### src/mem_hub_pkg.sv
package mem_hub_pkg;

	// request tag width.
	localparam int CID_W = 6;
	// data word width.
	localparam int DATA_W = 64;
	// word address width.
	localparam int ADDR_W = 16;

	// response error code.
	typedef enum logic [1:0] {
		// access completed.
		ERR_OK    = 2'b00,
		// address beyond bank depth.
		ERR_ADDR  = 2'b01,
		// reserved codes.
		ERR_RSV2  = 2'b10,
		ERR_RSV3  = 2'b11
	} err_e;

	// request word, 87 bits.
	typedef struct packed {
		logic [CID_W-1:0]  cid;
		// 1 for read, 0 for write.
		logic              rnw;
		logic [ADDR_W-1:0] addr;
		// ignored on reads.
		logic [DATA_W-1:0] wdata;
	} req_t;

	// response status, 9 bits.
	typedef struct packed {
		logic [CID_W-1:0] cid;
		logic             rnw;
		err_e             err;
	} rss_t;

	// downstream skid FSM states.
	typedef enum logic [1:0] {
		// out of reset, enables the source read.
		SKID_IDLE = 2'b00,
		// waiting for a source item.
		SKID_RDXX = 2'b10,
		// output stalled, second item stashed.
		SKID_XXWR = 2'b01,
		// streaming source to sink.
		SKID_RDWR = 2'b11
	} skid_e;

endpackage

### src/mem_hub_cu_us.sv
`timescale 1ns/1ps

module mem_hub_cu_us
	import mem_hub_pkg::*;
(
	input  logic clk,
	input  logic nrst,
	input  logic i_m_sel,
	input  logic i_req_vld,
	input  req_t i_req,
	output logic o_req_rd,
	output logic o_m0_req_vld,
	output req_t o_m0_req,
	input  logic i_m0_req_rd,
	output logic o_m1_req_vld,
	output req_t o_m1_req,
	input  logic i_m1_req_rd
);
	logic en_q;
	// request register occupied.
	logic full_q;
	req_t req_q;
	logic sel_rd;
	logic drain;
	logic accept;

	// read strobe of the selected channel.
	assign sel_rd   = i_m_sel ? i_m1_req_rd : i_m0_req_rd;
	assign drain    = full_q && sel_rd;
	// take a new request when empty or draining.
	assign o_req_rd = en_q && (!full_q || sel_rd);
	assign accept   = i_req_vld && o_req_rd;

	// only the selected channel sees valid.
	assign o_m0_req_vld = full_q && !i_m_sel;
	assign o_m1_req_vld = full_q && i_m_sel;
	assign o_m0_req     = req_q;
	assign o_m1_req     = req_q;

	always_ff @(posedge clk or negedge nrst)
	begin
		if (!nrst)
		begin
			en_q   <= 1'b0;
			full_q <= 1'b0;
		end
		else
		begin
			en_q <= 1'b1;
			if (accept)
			begin
				full_q <= 1'b1;
			end
			else if (drain)
			begin
				full_q <= 1'b0;
			end
		end
	end

	// request payload.
	always_ff @(posedge clk)
	begin
		if (accept)
		begin
			req_q <= i_req;
		end
	end

	// channel select held while a request waits.
	a_sel_stable: assert property (@(posedge clk) disable iff (!nrst)
		full_q && $past(full_q) |-> $stable(i_m_sel));

endmodule

### config.mk
export PLATFORM = sky130hd
export DESIGN_NAME = mem_hub_cu_us
export DESIGN_NICKNAME = d
export VERILOG_FILES = /design/src/mem_hub_pkg.sv /design/src/mem_hub_cu_us.sv
export SDC_FILE = /design/constraint.sdc
export NUM_CORES = 1
export LEC_CHECK = 0
export BUFFER_PORTS_ARGS = -buffer_cell sky130_fd_sc_hd__clkbuf_2
export CORE_AREA = 2 2 105 107
export CTS_CLUSTER_SIZE = 24
export DETAILED_ROUTE_END_ITERATION = 12
export DIE_AREA = 0 0 107 109
export GPL_TIMING_DRIVEN = 0
export PLACE_DENSITY = 0.7
export SLEW_MARGIN = 0
export SYNTH_ARGS = -nofsm -noshare
export SYNTH_HDL_FRONTEND = slang
export SYNTH_SLANG_ARGS = --single-unit
### constraint.sdc
create_clock -name clk -period 6.1 [get_ports clk]
set_clock_uncertainty 0.2 [all_clocks]
set_input_delay 1.22 -clock clk [delete_from_list [all_inputs] [get_ports clk]]
set_output_delay 1.22 -clock clk [all_outputs]
set_load 0.005 [all_outputs]
==> impl_metrics.toml <==
[run_status]
outcome = "finished clean"

[power_and_ir_drop]
leakagePower_nw = 2.490
p_comb_frac = 0.115
clkPwrFrac = 0.276
p_sw_frac = 0.2117
p_sw_uw = 250.3
seqPwrFrac = 0.609
p_total_mw = 1.182
p_per_area_nw_per_um2 = 232.4
p_int_uw = 932.1
peakVddDrop_mv = 0.1134

[synthesis]
synth.cell_area_um2 = 3371
syn-num-nets = 277
syn_area_per_cell_um2 = 18.32
yosysWarnings = 0
synth_cell_types = 11
synthCells = 184
ys_seq_elements = 89
yosysSeqAreaShare = 0.7899

[cells_and_area]
layout_common_cells = "clkbuf_2 (269), buf_4 (87), edfxtp_1 (87)"
fill_cells = 938
multi_input_area_um2 = 66.31
drive_gt1_frac = 0.7910
seq_area_um2 = 2663
fin_nets = 559
final_common_cell = "clkbuf_2"
n_antenna_cell = 0
area_growth_pct = 50.93

[detailed_routing]
firstDrtPassIters = 4
drt_iter0_markers = 81
wl_per_cell_um = 12.96
antenna_left = 0
viasPerCell = 3.883
routed_wl_mm = 7.891
route.vias.total = 2365
post-route-drc-count = 0

[sta]
layout_setup_ws_ns = 2.714
relSlewSlack = 0.3633
worst_pin_slew_ns = 0.9530
setup_violations = 0
min_period_over_period = 0.5551
max_clock_freq_mhz = 295.3
rsz0062_at_grt = "false"
period_needed_ns = 3.386
setup_tns_ns = 0
final_hold_viol_count = 0
drv_slew = 0

[global_route]
grt_pass1_vias = 2202
antenna_found_initial = 1
grt_max_degree = 32
grt_overflow = 0
grt_usage = 0.1263
grt_pass1_wl_mm = 10.86

[die]
dieArea_um2 = 11660
fp.coreArea_um2 = 10600
ios = 270
start_util = 0.3179
rows = 38
die_w_um = 107
die_h_um = 109

[setup_path]
criticalPathCategory = "in -> out"
cp-start-kind = "primary input"
cp_max_fo = 3
rr_worst_depth = 2
end_kind = "output port"
crit_required_ns = 4.68
worstPathArrival_ns = 1.97

[flow_run]
cap_violations = 0

[clock_network]
postCtsHoldBufs = 0
clk_latency_ns = 0.34
cts_num_sinks = 89
cts.clk_slew.worst_paths_ns = 0.08
root_buffer = "clkbuf_8"
ctsHtreeMaxLevel = 3
post-cts-setup-buffers = 0
cts_tree = "done"
cts_buffer_depth = 2
cts_inserted_buffers = 9
cts_resized = 0

[place]
pre_cts_slack_ns = 2.698
place.port_buffers = 269
gp_congestion = 0.7319
post-dp-hpwl_mm = 6.479

[min_path]
hold_path.class = "reg -> reg"
hold_depth = 1
-- per-layer routing --
layer  up-vias  track usage  share of wire
met3         9      0.05619           0.11
met2       147       0.2197           0.54
met4         2      0.05844          0.014
met1      1085       0.1314           0.34
met5         -            0        0.00089
li1       1122            -              -
-- layout make-up --
class | instances | area share
plain buffers | 87 | 0.1284
clock buffers | 13 | 0.02730
clock inverters | 1 | 0.0009838
repair buffers | 271 | 0.2725
well taps | 140 | 0.03443
multi-input cells | 8 | 0.01303
flip-flops and latches | 89 | 0.5234
-- Yosys cell counts --
| cell type | instances | area, um^2 |
|---|---|---|
| a21boi_0 | 1 | 7.510 |
| a21oi_1 | 1 | 5.000 |
| a22o_1 | 1 | 8.760 |
| and2_2 | 1 | 7.510 |
| and2b_2 | 1 | 8.760 |
| buf_4 | 87 | 653.1 |
| conb_1 | 1 | 3.750 |
| dfrtp_1 | 2 | 50.05 |
| edfxtp_1 | 87 | 2613 |
| mux2i_1 | 1 | 10.01 |
| nand2_1 | 1 | 3.750 |
-- worst max-delay path, stage by stage --
cell and delay (ns):
clkbuf_2 0.10, mux2i_1 0.36, a21boi_0 0.15, clkbuf_2 0.13
-- per-stage QoR --
step | hold WS, ns | util | instance area [um^2] | instances
floorplan | 0.2889 | - | 3374 | 184
global placement | 0.3076 | 0.4618 | 4896 | 593
detailed placement | 0.3242 | 0.4663 | 4943 | 595
CTS | 0.3302 | 0.4798 | 5087 | 609
global route | 0.3504 | 0.4798 | 5087 | 609
finish | 0.3282 | 0.4798 | 5087 | 609
-- final timing paths --
| check | slack, ns | start | end |
|---|---|---|---|
| worst max-delay path | 2.71 | i_m_sel | o_req_rd |
| worst min-delay path | 0.33 | en_q | full_q |
| max in group asynchronous | 5.14 | nrst | en_q |
| min in group asynchronous | 0.45 | nrst | full_q |
| worst min register to register | 0.33 | en_q | full_q |
| worst max register to register | 4.07 | full_q | o_m0_req[14] |
-- state kept, by name, indices dropped and copies added (netlist names) --
signal,cells
o_m0_req,87
en_q,1
full_q,1
-- cells by family after synthesis --
kind of cell / after synthesis / share of synthesized area
buf+inv: 87 / 0.1938
simple gates: 3 / 0.005939
other cells: 1 / 0.001113
mux: 1 / 0.002970
compound gates: 3 / 0.006310
flops: 89 / 0.7899
-- power by group through the flow --
| stage | clock, mW | sequential [mW] | combinational (mW) |
|---|---|---|---|
| after detailed placement | 0 | 0.735 | 0.138 |
| after global routing | 0.368 | 0.724 | 0.149 |
| after global placement | 0 | 0.737 | 0.131 |
| after CTS | 0.345 | 0.721 | 0.138 |
| final | 0.326 | 0.720 | 0.136 |
| after floorplan | 0 | 0.737 | 0.0484 |
No activity file was read; power rests on OpenSTA's default activity.
