`config.mk`:
```
export PLATFORM = sky130hd
export DESIGN_NAME = mem_hub_cu_ds
export DESIGN_NICKNAME = d
export VERILOG_FILES = /design/src/mem_hub_pkg.sv /design/src/mem_hub_cu_ds.sv
export SDC_FILE = /design/constraint.sdc
export NUM_CORES = 1
export LEC_CHECK = 0
export BUFFER_PORTS_ARGS = -buffer_cell sky130_fd_sc_hd__buf_2
export CAP_MARGIN = 20
export CORE_MARGIN = 3
export CORE_UTILIZATION = 48
export DETAILED_ROUTE_END_ITERATION = 10
export PLACE_DENSITY = 0.8
export SLEW_MARGIN = 0
export SYNTH_ARGS = -nofsm -noshare
export SYNTH_HDL_FRONTEND = slang
export SYNTH_SLANG_ARGS = --single-unit
```
`constraint.sdc`:
```
create_clock -name clk -period 5.4 [get_ports clk]
set_input_delay 0.27 -clock clk [delete_from_list [all_inputs] [get_ports clk]]
set_output_delay 0.27 -clock clk [all_outputs]
set_load 0.05 [all_outputs]
```
`src/mem_hub_pkg.sv`:
```
package mem_hub_pkg;

	// request tag width.
	localparam int CID_W = 6;
	// data word width.
	localparam int DATA_W = 64;
	// word address width.
	localparam int ADDR_W = 16;

	// response error code.
	typedef enum logic [1:0] {
		// access completed.
		ERR_OK    = 2'b00,
		// address beyond bank depth.
		ERR_ADDR  = 2'b01,
		// reserved codes.
		ERR_RSV2  = 2'b10,
		ERR_RSV3  = 2'b11
	} err_e;

	// request word, 87 bits.
	typedef struct packed {
		logic [CID_W-1:0]  cid;
		// 1 for read, 0 for write.
		logic              rnw;
		logic [ADDR_W-1:0] addr;
		// ignored on reads.
		logic [DATA_W-1:0] wdata;
	} req_t;

	// response status, 9 bits.
	typedef struct packed {
		logic [CID_W-1:0] cid;
		logic             rnw;
		err_e             err;
	} rss_t;

	// downstream skid FSM states.
	typedef enum logic [1:0] {
		// out of reset, enables the source read.
		SKID_IDLE = 2'b00,
		// waiting for a source item.
		SKID_RDXX = 2'b10,
		// output stalled, second item stashed.
		SKID_XXWR = 2'b01,
		// streaming source to sink.
		SKID_RDWR = 2'b11
	} skid_e;

endpackage

```
`src/mem_hub_cu_ds.sv`:
```
`timescale 1ns/1ps

module mem_hub_cu_ds
	import mem_hub_pkg::*;
(
	input  logic              clk,
	input  logic              nrst,
	input  logic              i_m_sel,
	input  logic              i_rss_rdy,
	output rss_t              o_rss,
	output logic              o_rss_wr,
	input  logic              i_rsd_rdy,
	output logic [DATA_W-1:0] o_rsd,
	output logic              o_rsd_wr,
	input  logic              i_m0_rss_vld,
	input  rss_t              i_m0_rss,
	output logic              o_m0_rss_rd,
	input  logic              i_m0_rsd_vld,
	input  logic [DATA_W-1:0] i_m0_rsd,
	output logic              o_m0_rsd_rd,
	input  logic              i_m1_rss_vld,
	input  rss_t              i_m1_rss,
	output logic              o_m1_rss_rd,
	input  logic              i_m1_rsd_vld,
	input  logic [DATA_W-1:0] i_m1_rsd,
	output logic              o_m1_rsd_rd
);
	// selected channel streams.
	logic              m_rss_vld;
	rss_t              m_rss;
	logic              m_rss_rd;
	logic              m_rsd_vld;
	logic [DATA_W-1:0] m_rsd;
	logic              m_rsd_rd;
	// status FSM and its stash.
	skid_e             s_state;
	rss_t              s_stash_q;
	// data FSM and its stash.
	skid_e             d_state;
	logic [DATA_W-1:0] d_stash_q;

	// status mux, read strobe to the selected channel only.
	assign m_rss_vld   = i_m_sel ? i_m1_rss_vld : i_m0_rss_vld;
	assign m_rss       = i_m_sel ? i_m1_rss : i_m0_rss;
	assign o_m0_rss_rd = !i_m_sel && m_rss_rd;
	assign o_m1_rss_rd = i_m_sel && m_rss_rd;

	// data mux.
	assign m_rsd_vld   = i_m_sel ? i_m1_rsd_vld : i_m0_rsd_vld;
	assign m_rsd       = i_m_sel ? i_m1_rsd : i_m0_rsd;
	assign o_m0_rsd_rd = !i_m_sel && m_rsd_rd;
	assign o_m1_rsd_rd = i_m_sel && m_rsd_rd;

	// status skid FSM.
	always_ff @(posedge clk or negedge nrst)
	begin
		if (!nrst)
		begin
			s_state   <= SKID_IDLE;
			m_rss_rd  <= 1'b0;
			o_rss_wr  <= 1'b0;
			o_rss     <= '0;
			s_stash_q <= '0;
		end
		else
		begin
			case (s_state)
			SKID_RDXX:
			begin
				// first item, out on the next cycle.
				if (m_rss_vld)
				begin
					o_rss    <= m_rss;
					o_rss_wr <= 1'b1;
					s_state  <= SKID_RDWR;
				end
			end
			SKID_XXWR:
			begin
				// held item leaves, stash moves out.
				if (i_rss_rdy)
				begin
					o_rss    <= s_stash_q;
					m_rss_rd <= 1'b1;
					s_state  <= SKID_RDWR;
				end
			end
			SKID_RDWR:
			begin
				if (m_rss_vld && i_rss_rdy)
				begin
					o_rss <= m_rss;
				end
				else if (m_rss_vld && !i_rss_rdy)
				begin
					// item already read, keep it aside.
					s_stash_q <= m_rss;
					m_rss_rd  <= 1'b0;
					s_state   <= SKID_XXWR;
				end
				else if (!m_rss_vld && i_rss_rdy)
				begin
					o_rss_wr <= 1'b0;
					s_state  <= SKID_RDXX;
				end
			end
			default:
			begin
				// start reading the source.
				m_rss_rd <= 1'b1;
				s_state  <= SKID_RDXX;
			end
			endcase
		end
	end

	// data skid FSM, same scheme as status.
	always_ff @(posedge clk or negedge nrst)
	begin
		if (!nrst)
		begin
			d_state   <= SKID_IDLE;
			m_rsd_rd  <= 1'b0;
			o_rsd_wr  <= 1'b0;
			o_rsd     <= '0;
			d_stash_q <= '0;
		end
		else
		begin
			case (d_state)
			SKID_RDXX:
			begin
				if (m_rsd_vld)
				begin
					o_rsd    <= m_rsd;
					o_rsd_wr <= 1'b1;
					d_state  <= SKID_RDWR;
				end
			end
			SKID_XXWR:
			begin
				if (i_rsd_rdy)
				begin
					o_rsd    <= d_stash_q;
					m_rsd_rd <= 1'b1;
					d_state  <= SKID_RDWR;
				end
			end
			SKID_RDWR:
			begin
				if (m_rsd_vld && i_rsd_rdy)
				begin
					o_rsd <= m_rsd;
				end
				else if (m_rsd_vld && !i_rsd_rdy)
				begin
					d_stash_q <= m_rsd;
					m_rsd_rd  <= 1'b0;
					d_state   <= SKID_XXWR;
				end
				else if (!m_rsd_vld && i_rsd_rdy)
				begin
					o_rsd_wr <= 1'b0;
					d_state  <= SKID_RDXX;
				end
			end
			default:
			begin
				m_rsd_rd <= 1'b1;
				d_state  <= SKID_RDXX;
			end
			endcase
		end
	end

	// a stalled status holds until taken.
	a_rss_hold: assert property (@(posedge clk) disable iff (!nrst)
		o_rss_wr && !i_rss_rdy |=> o_rss_wr && $stable(o_rss));
	// a stalled data word holds until taken.
	a_rsd_hold: assert property (@(posedge clk) disable iff (!nrst)
		o_rsd_wr && !i_rsd_rdy |=> o_rsd_wr && $stable(o_rsd));

endmodule

```
==> results of run 1 <==
path summary, 6_finish.rpt:
path                       slack (ns)       endpoint  cells after the start
setup / recovery                 2.58      o_rsd[46]                      8
hold / removal                   0.16  d_stash_q[48]                      3
setup reg to reg                 2.78      o_rsd[46]                      6
hold reg to reg                  0.48       o_rsd[6]                      1
max in group asynchronous        3.60  d_stash_q[17]                      3
min in group asynchronous        0.52  d_stash_q[13]                      2
final cells by class:
type,count,area share (%)
flip-flops and latches,154,41.5
multi-input cells,490,36.2
repair buffers,240,13.4
clock buffers,23,5.26
well taps,184,2.48
clock inverters,9,0.701
inverters,12,0.485
diodes,1,0.0270
cells in the final DEF (no fill, tap or decap), types with 3 or more instances in the layout:
cell	netlist	routed
nor2_1	73	73
clkbuf_8	0	4
mux2i_1	80	80
and2_1	4	3
mux2_2	61	61
o21ai_0	73	73
dfrtp_1	154	154
buf_2	4	231
a21oi_1	73	73
inv_1	12	12
mux2_1	12	12
ha_1	14	13
nand2_1	73	73
buf_4	0	6
nor2b_1	8	8
clkinvlp_4	0	5
clkbuf_16	0	17
routing by layer:
layer	wire (um)	global-route usage (%)	up-vias	share of wire, %
li1	-	-	2865	-
met3	1070	4.67	19	6.3
met4	218	6.96	0	1.3
met5	0	0	-	0
met2	8270	33.9	191	49
met1	7290	24.5	2675	43
where the power goes:
part | internal, mW | switching (mW)
Sequential | 1.75 | 0.305
Combinational | 1.05 | 2.04
Clock | 0.637 | 0.468
Total | 3.44 | 2.82
flip-flops by register name, indices dropped and copies added, names as in the netlist:
signal	flops
d_stash_q	64
s_stash_q	9
s_state	2
o_rss_wr	1
o_rsd_wr	1
o_rss	9
m_rss_rd	1
m_rsd_rd	1
d_state	2
o_rsd	64
logic make-up (layout without fill, tap and decap cells):
logic type | count (synthesis) | after routing | synth area share, %
compound gates | 160 | 160 | 11.8
fa+ha+maj | 14 | 14 | 2.35
buf+inv | 59 | 284 | 3.64
flops | 154 | 154 | 51.6
mux | 154 | 154 | 21.9
other cells | 0 | 1 | 0
simple gates | 162 | 162 | 8.68
timing repair:
item                                    in CTS  in global routing
buffers inserted                             0                  0
hold buffers                                 1                  0
hold endpoints to repair                    50                  0
endpoints found under the setup margin       0                  0
worst max-delay path, cell delays in order:
cell and delay [ns]:
buf_4 0.52, mux2i_2 0.24, inv_1 0.15, ha_1 0.22
nor2b_1 0.09, a2111oi_4 0.42, buf_4 0.71, mux2_2 0.42
==> results.yml, run 1 <==
worst_setup_path:
  cp-end-kind: "flop"
  cp.arrival_ns: 3.13
  r2r-start: "d_state[1]"
  required_ns: 5.70
  critPathKind: "in -> reg"
  cp-start-kind: "primary input"
  worstSetupStartpoint: "i_m_sel"
  cp_max_fo: 60
global_route:
  grt_pass1_vias: 5560
  antenna_found_initial: 0
  grt_max_degree: 129
  grtUsageTotal_pct: 19.7
  gr-total-overflow: 0
  grt_pass1_wl_um: 26600
routing:
  wl_per_cell_um: 15.1
  first_iter_violations: 283
  vias: 5750
  via_per_inst: 5.17
  wirelength_um: 16800
  ant_nets: 0
  first_pass_iters: 6
  drc: 0
cells_and_area:
  final_layout_size_suffix_gt1_share_pct: 36.1
  syn_to_final_growth_pct: 24.3
  instances_no_fill: 1113
  utilization_pct: 62.4
  final_nets: 1084
  regArea_um2: 3850
  multi_input_area_um2: 3360
  fillers: 1235
  fin_area_um2: 9280
clock_network:
  cts_buffers: 17
  clk_latency_ns: 0.42
  cts-root-buf: "clkbuf_16"
  cts_max_path_buffers: 2
  tritoncts: "built"
  htreeDepth: 4
  cts.clk_slew.worst_paths_ns: 0.06
  cts_resized: 0
  cts_sinks: 154
power_and_ir_drop:
  p_per_area_nw_per_um2: 674
  leakage_nw: 4.41
  power_mw: 6.26
  max-vdd-ir-drop_mv: 0.446
die:
  dieHeight_um: 131
  die_x_um: 131
  num_rows: 44
  core_um2: 14900
  die_area_um2: 17100
  start_util_pct: 50.2
  boundaryPins: 234
timing:
  fmax_mhz: 354
  setup_viol: 0
  slew_headroom_pct: 40.1
  timing.final.ws_setup_ns: 2.58
  report.final.slew_viol_count: 0
  fin_setup_tns_ns: 0
  hold_viol: 0
  skew_ns: 0.00882
  period_minus_slack_ns: 2.82
  tightest_slew_ns: 0.898
  fin_crit_sh_pct: 52.3
  holdWs_ns: 0.165
  rsz0062_at_grt: "no"
logic_synthesis:
  synth_area_leaders: "dfrtp_1, mux2i_1, mux2_2"
  synth_warnings: 0
  yosys_register_bits: 154
  synth_cell_types: 26
  avgSynthCellArea_um2: 10.6
  async_reset_ff_share_pct: 100
  syn_area_um2: 7470
  synth_edf_count: 0
  synth_seq_area_share_pct: 51.6
  synth_cells: 703
  synth_largest_area_cell: "dfrtp_1"
  synth_top_area_share_pct: 51.6
  synthesis.nets: 872
  ys.flop_type: "dfrtp_1"
  yosysMostFrequentCell: "dfrtp_1"
  synthTopCellsByCount: "dfrtp_1, mux2i_1"
min_path:
  hp-class: "in -> reg"
  hold_start: "i_m0_rsd[48]"
placement:
  dp_hpwl_um: 11700
  pre_cts_slack_ns: 2.11
  place_inst: 1078
  io_buffers: 233
  gp_congestion: 0.791
  placedInstanceArea_um2: 8700
job:
  maxCapViolCount: 0
outcome:
  status: "completed"
Power figures use the tool's default switching activity.
==> run 2, diff against run 1 <==
- CORE_UTILIZATION: 48 -> 47
- PLACE_DENSITY: 0.8 -> 0.81
- clock period: 5.4 -> 2.4 ns (I/O delays scaled with it)
==> results.yml, run 2 (synthesized netlist as in run 1, its figures left out) <==
outcome:
  status: "completed"
cells_and_area:
  reg.largest.list: "d_stash_q: 64 flops, o_rsd: 64 flops"
  utilization_pct: 61.9
  final_layout_size_suffix_gt1_share_pct: 36.3
  fillers: 1229
  syn_to_final_growth_pct: 27.5
  final_common_cell: "buf_2"
  layout_common_cells: "buf_2, dfrtp_1, mux2i_1"
  insertedDiodeCount: 0
  multi_input_area_um2: 3360
  regArea_um2: 3850
  fin_area_um2: 9520
  final_nets: 1093
routing:
  ant_nets: 0
  drc: 0
  via_per_inst: 5.03
  wirelength_um: 16800
  first_iter_violations: 208
  vias: 5766
  wl_per_cell_um: 14.6
  first_pass_iters: 5
placement:
  io_buffers: 233
  placedInstanceArea_um2: 8870
  gp_congestion: 0.760
  dp_hpwl_um: 11700
timing:
  skew_ns: 0.00715
  slew_headroom_pct: 52.4
  setup_viol: 0
  fin_setup_tns_ns: 0
  hold_viol: 0
  fin_crit_sh_pct: 86.7
  rsz0062_at_grt: "no"
  period_minus_slack_ns: 2.08
  report.final.slew_viol_count: 0
  tightest_slew_ns: 0.714
  fmax_mhz: 480
job:
  maxCapViolCount: 0
power_and_ir_drop:
  p_sw_mw: 6.33
  p_int_mw: 8.15
  clock_power_share_pct: 19.0
  max-vdd-ir-drop_mv: 0.887
  leakage_nw: 4.51
  p_per_area_nw_per_um2: 1520
  pwr-share-comb_pct: 48.9
  seq_power_share_pct: 32.1
  switching_share_pct: 43.7
worst_setup_path:
  required_ns: 2.70
  cp.arrival_ns: 2.38
  critPathKind: "reg -> reg"
  cp-end-kind: "flop"
  cp-start-kind: "flop"
  cp_max_fo: 30
die:
  dieHeight_um: 132
  die_area_um2: 17400
  core_um2: 15400
  num_rows: 45
  die_x_um: 132
  start_util_pct: 48.6
  boundaryPins: 234
clock_network:
  cts_sinks: 154
  htreeDepth: 4
  cts_max_path_buffers: 2
  cts-root-buf: "clkbuf_16"
  tritoncts: "built"
  cts_buffers: 17
  clk_latency_ns: 0.42
  cts.clk_slew.worst_paths_ns: 0.06
global_route:
  grt_max_degree: 129
  antenna_found_initial: 1
  grtUsageTotal_pct: 19.6
  gr-total-overflow: 0
  grt_pass1_vias: 5691
  grt_pass1_wl_um: 28000
min_path:
  hp-class: "in -> reg"
[run 2: cell count changes in the layout (fill, tap and decap cells not counted)]
cell           change
buf_12             +6
clkbuf_8           -4
dlygate4sd3_1      +3
bufinv_16          +4
clkinv_4           +1
diode_2            -1
clkinvlp_4         -3
[run 2: per-stage QoR]
step	total power [mW]	hold WS (ns)	worst slack [ns]	std cells
finish	14.5	0.0181	0.318	1146
global placement	11.6	0.151	0.377	1112
CTS	14.6	0.00209	0.299	1146
detailed placement	11.8	0.152	0.305	1112
global route	15.4	0.0251	0.222	1146
floorplan	10.1	-0.176	0.274	703
[run 2: worst paths after layout]
| kind | start | end | slack (ns) | cells past startpoint |
|---|---|---|---|---|
| worst max-delay path | d_state[0] | o_rsd[38] | 0.32 | 5 |
| worst min-delay path | i_m0_rsd[52] | d_stash_q[52] | 0.02 | 3 |
| worst max register to register | d_state[0] | o_rsd[38] | 0.32 | 5 |
| worst min register to register | o_rsd[60] | o_rsd[60] | 0.48 | 1 |
| max in group asynchronous | nrst | d_stash_q[19] | 1.46 | 3 |
| min in group asynchronous | nrst | d_stash_q[14] | 0.28 | 2 |
[run 2: worst max-delay path, stage by stage (launching register included)]
cell and delay [ns]:
dfrtp_1 0.42, ha_1 0.28, nor2b_1 0.18, a2111oi_4 0.43
buf_12 0.26, mux2_2 0.36
[run 2: layout make-up]
class	count	share of cell area, %
flip-flops and latches	154	40.5
multi-input cells	490	35.3
repair buffers	249	14.6
clock buffers	19	4.55
well taps	211	2.77
clock inverters	11	1.80
inverters	12	0.473
[run 2: power by group through the flow]
stage | logic (mW) | registers (mW) | clock network, mW
after global routing | 7.64 | 4.82 | 2.92
after detailed placement | 7.13 | 4.67 | 0
after floorplan | 3.30 | 6.84 | 0
after CTS | 7.16 | 4.65 | 2.81
after global placement | 6.94 | 4.62 | 0
final | 7.08 | 4.64 | 2.76
[run 2: timing repair]
action / CTS / global route
hold endpoints to repair: 63 / 0
hold buffers: 4 / 0
setup buffers: 0 / 0
resized for setup: 0 / 0
[run 2: per-layer routing]
metal	up-vias	global-route usage, %	share of wire (%)
met1	2697	25.6	45
met4	2	5.89	1.3
li1	2870	-	-
met2	176	32.3	47
met3	21	5.19	6.1
met5	-	0	0.048
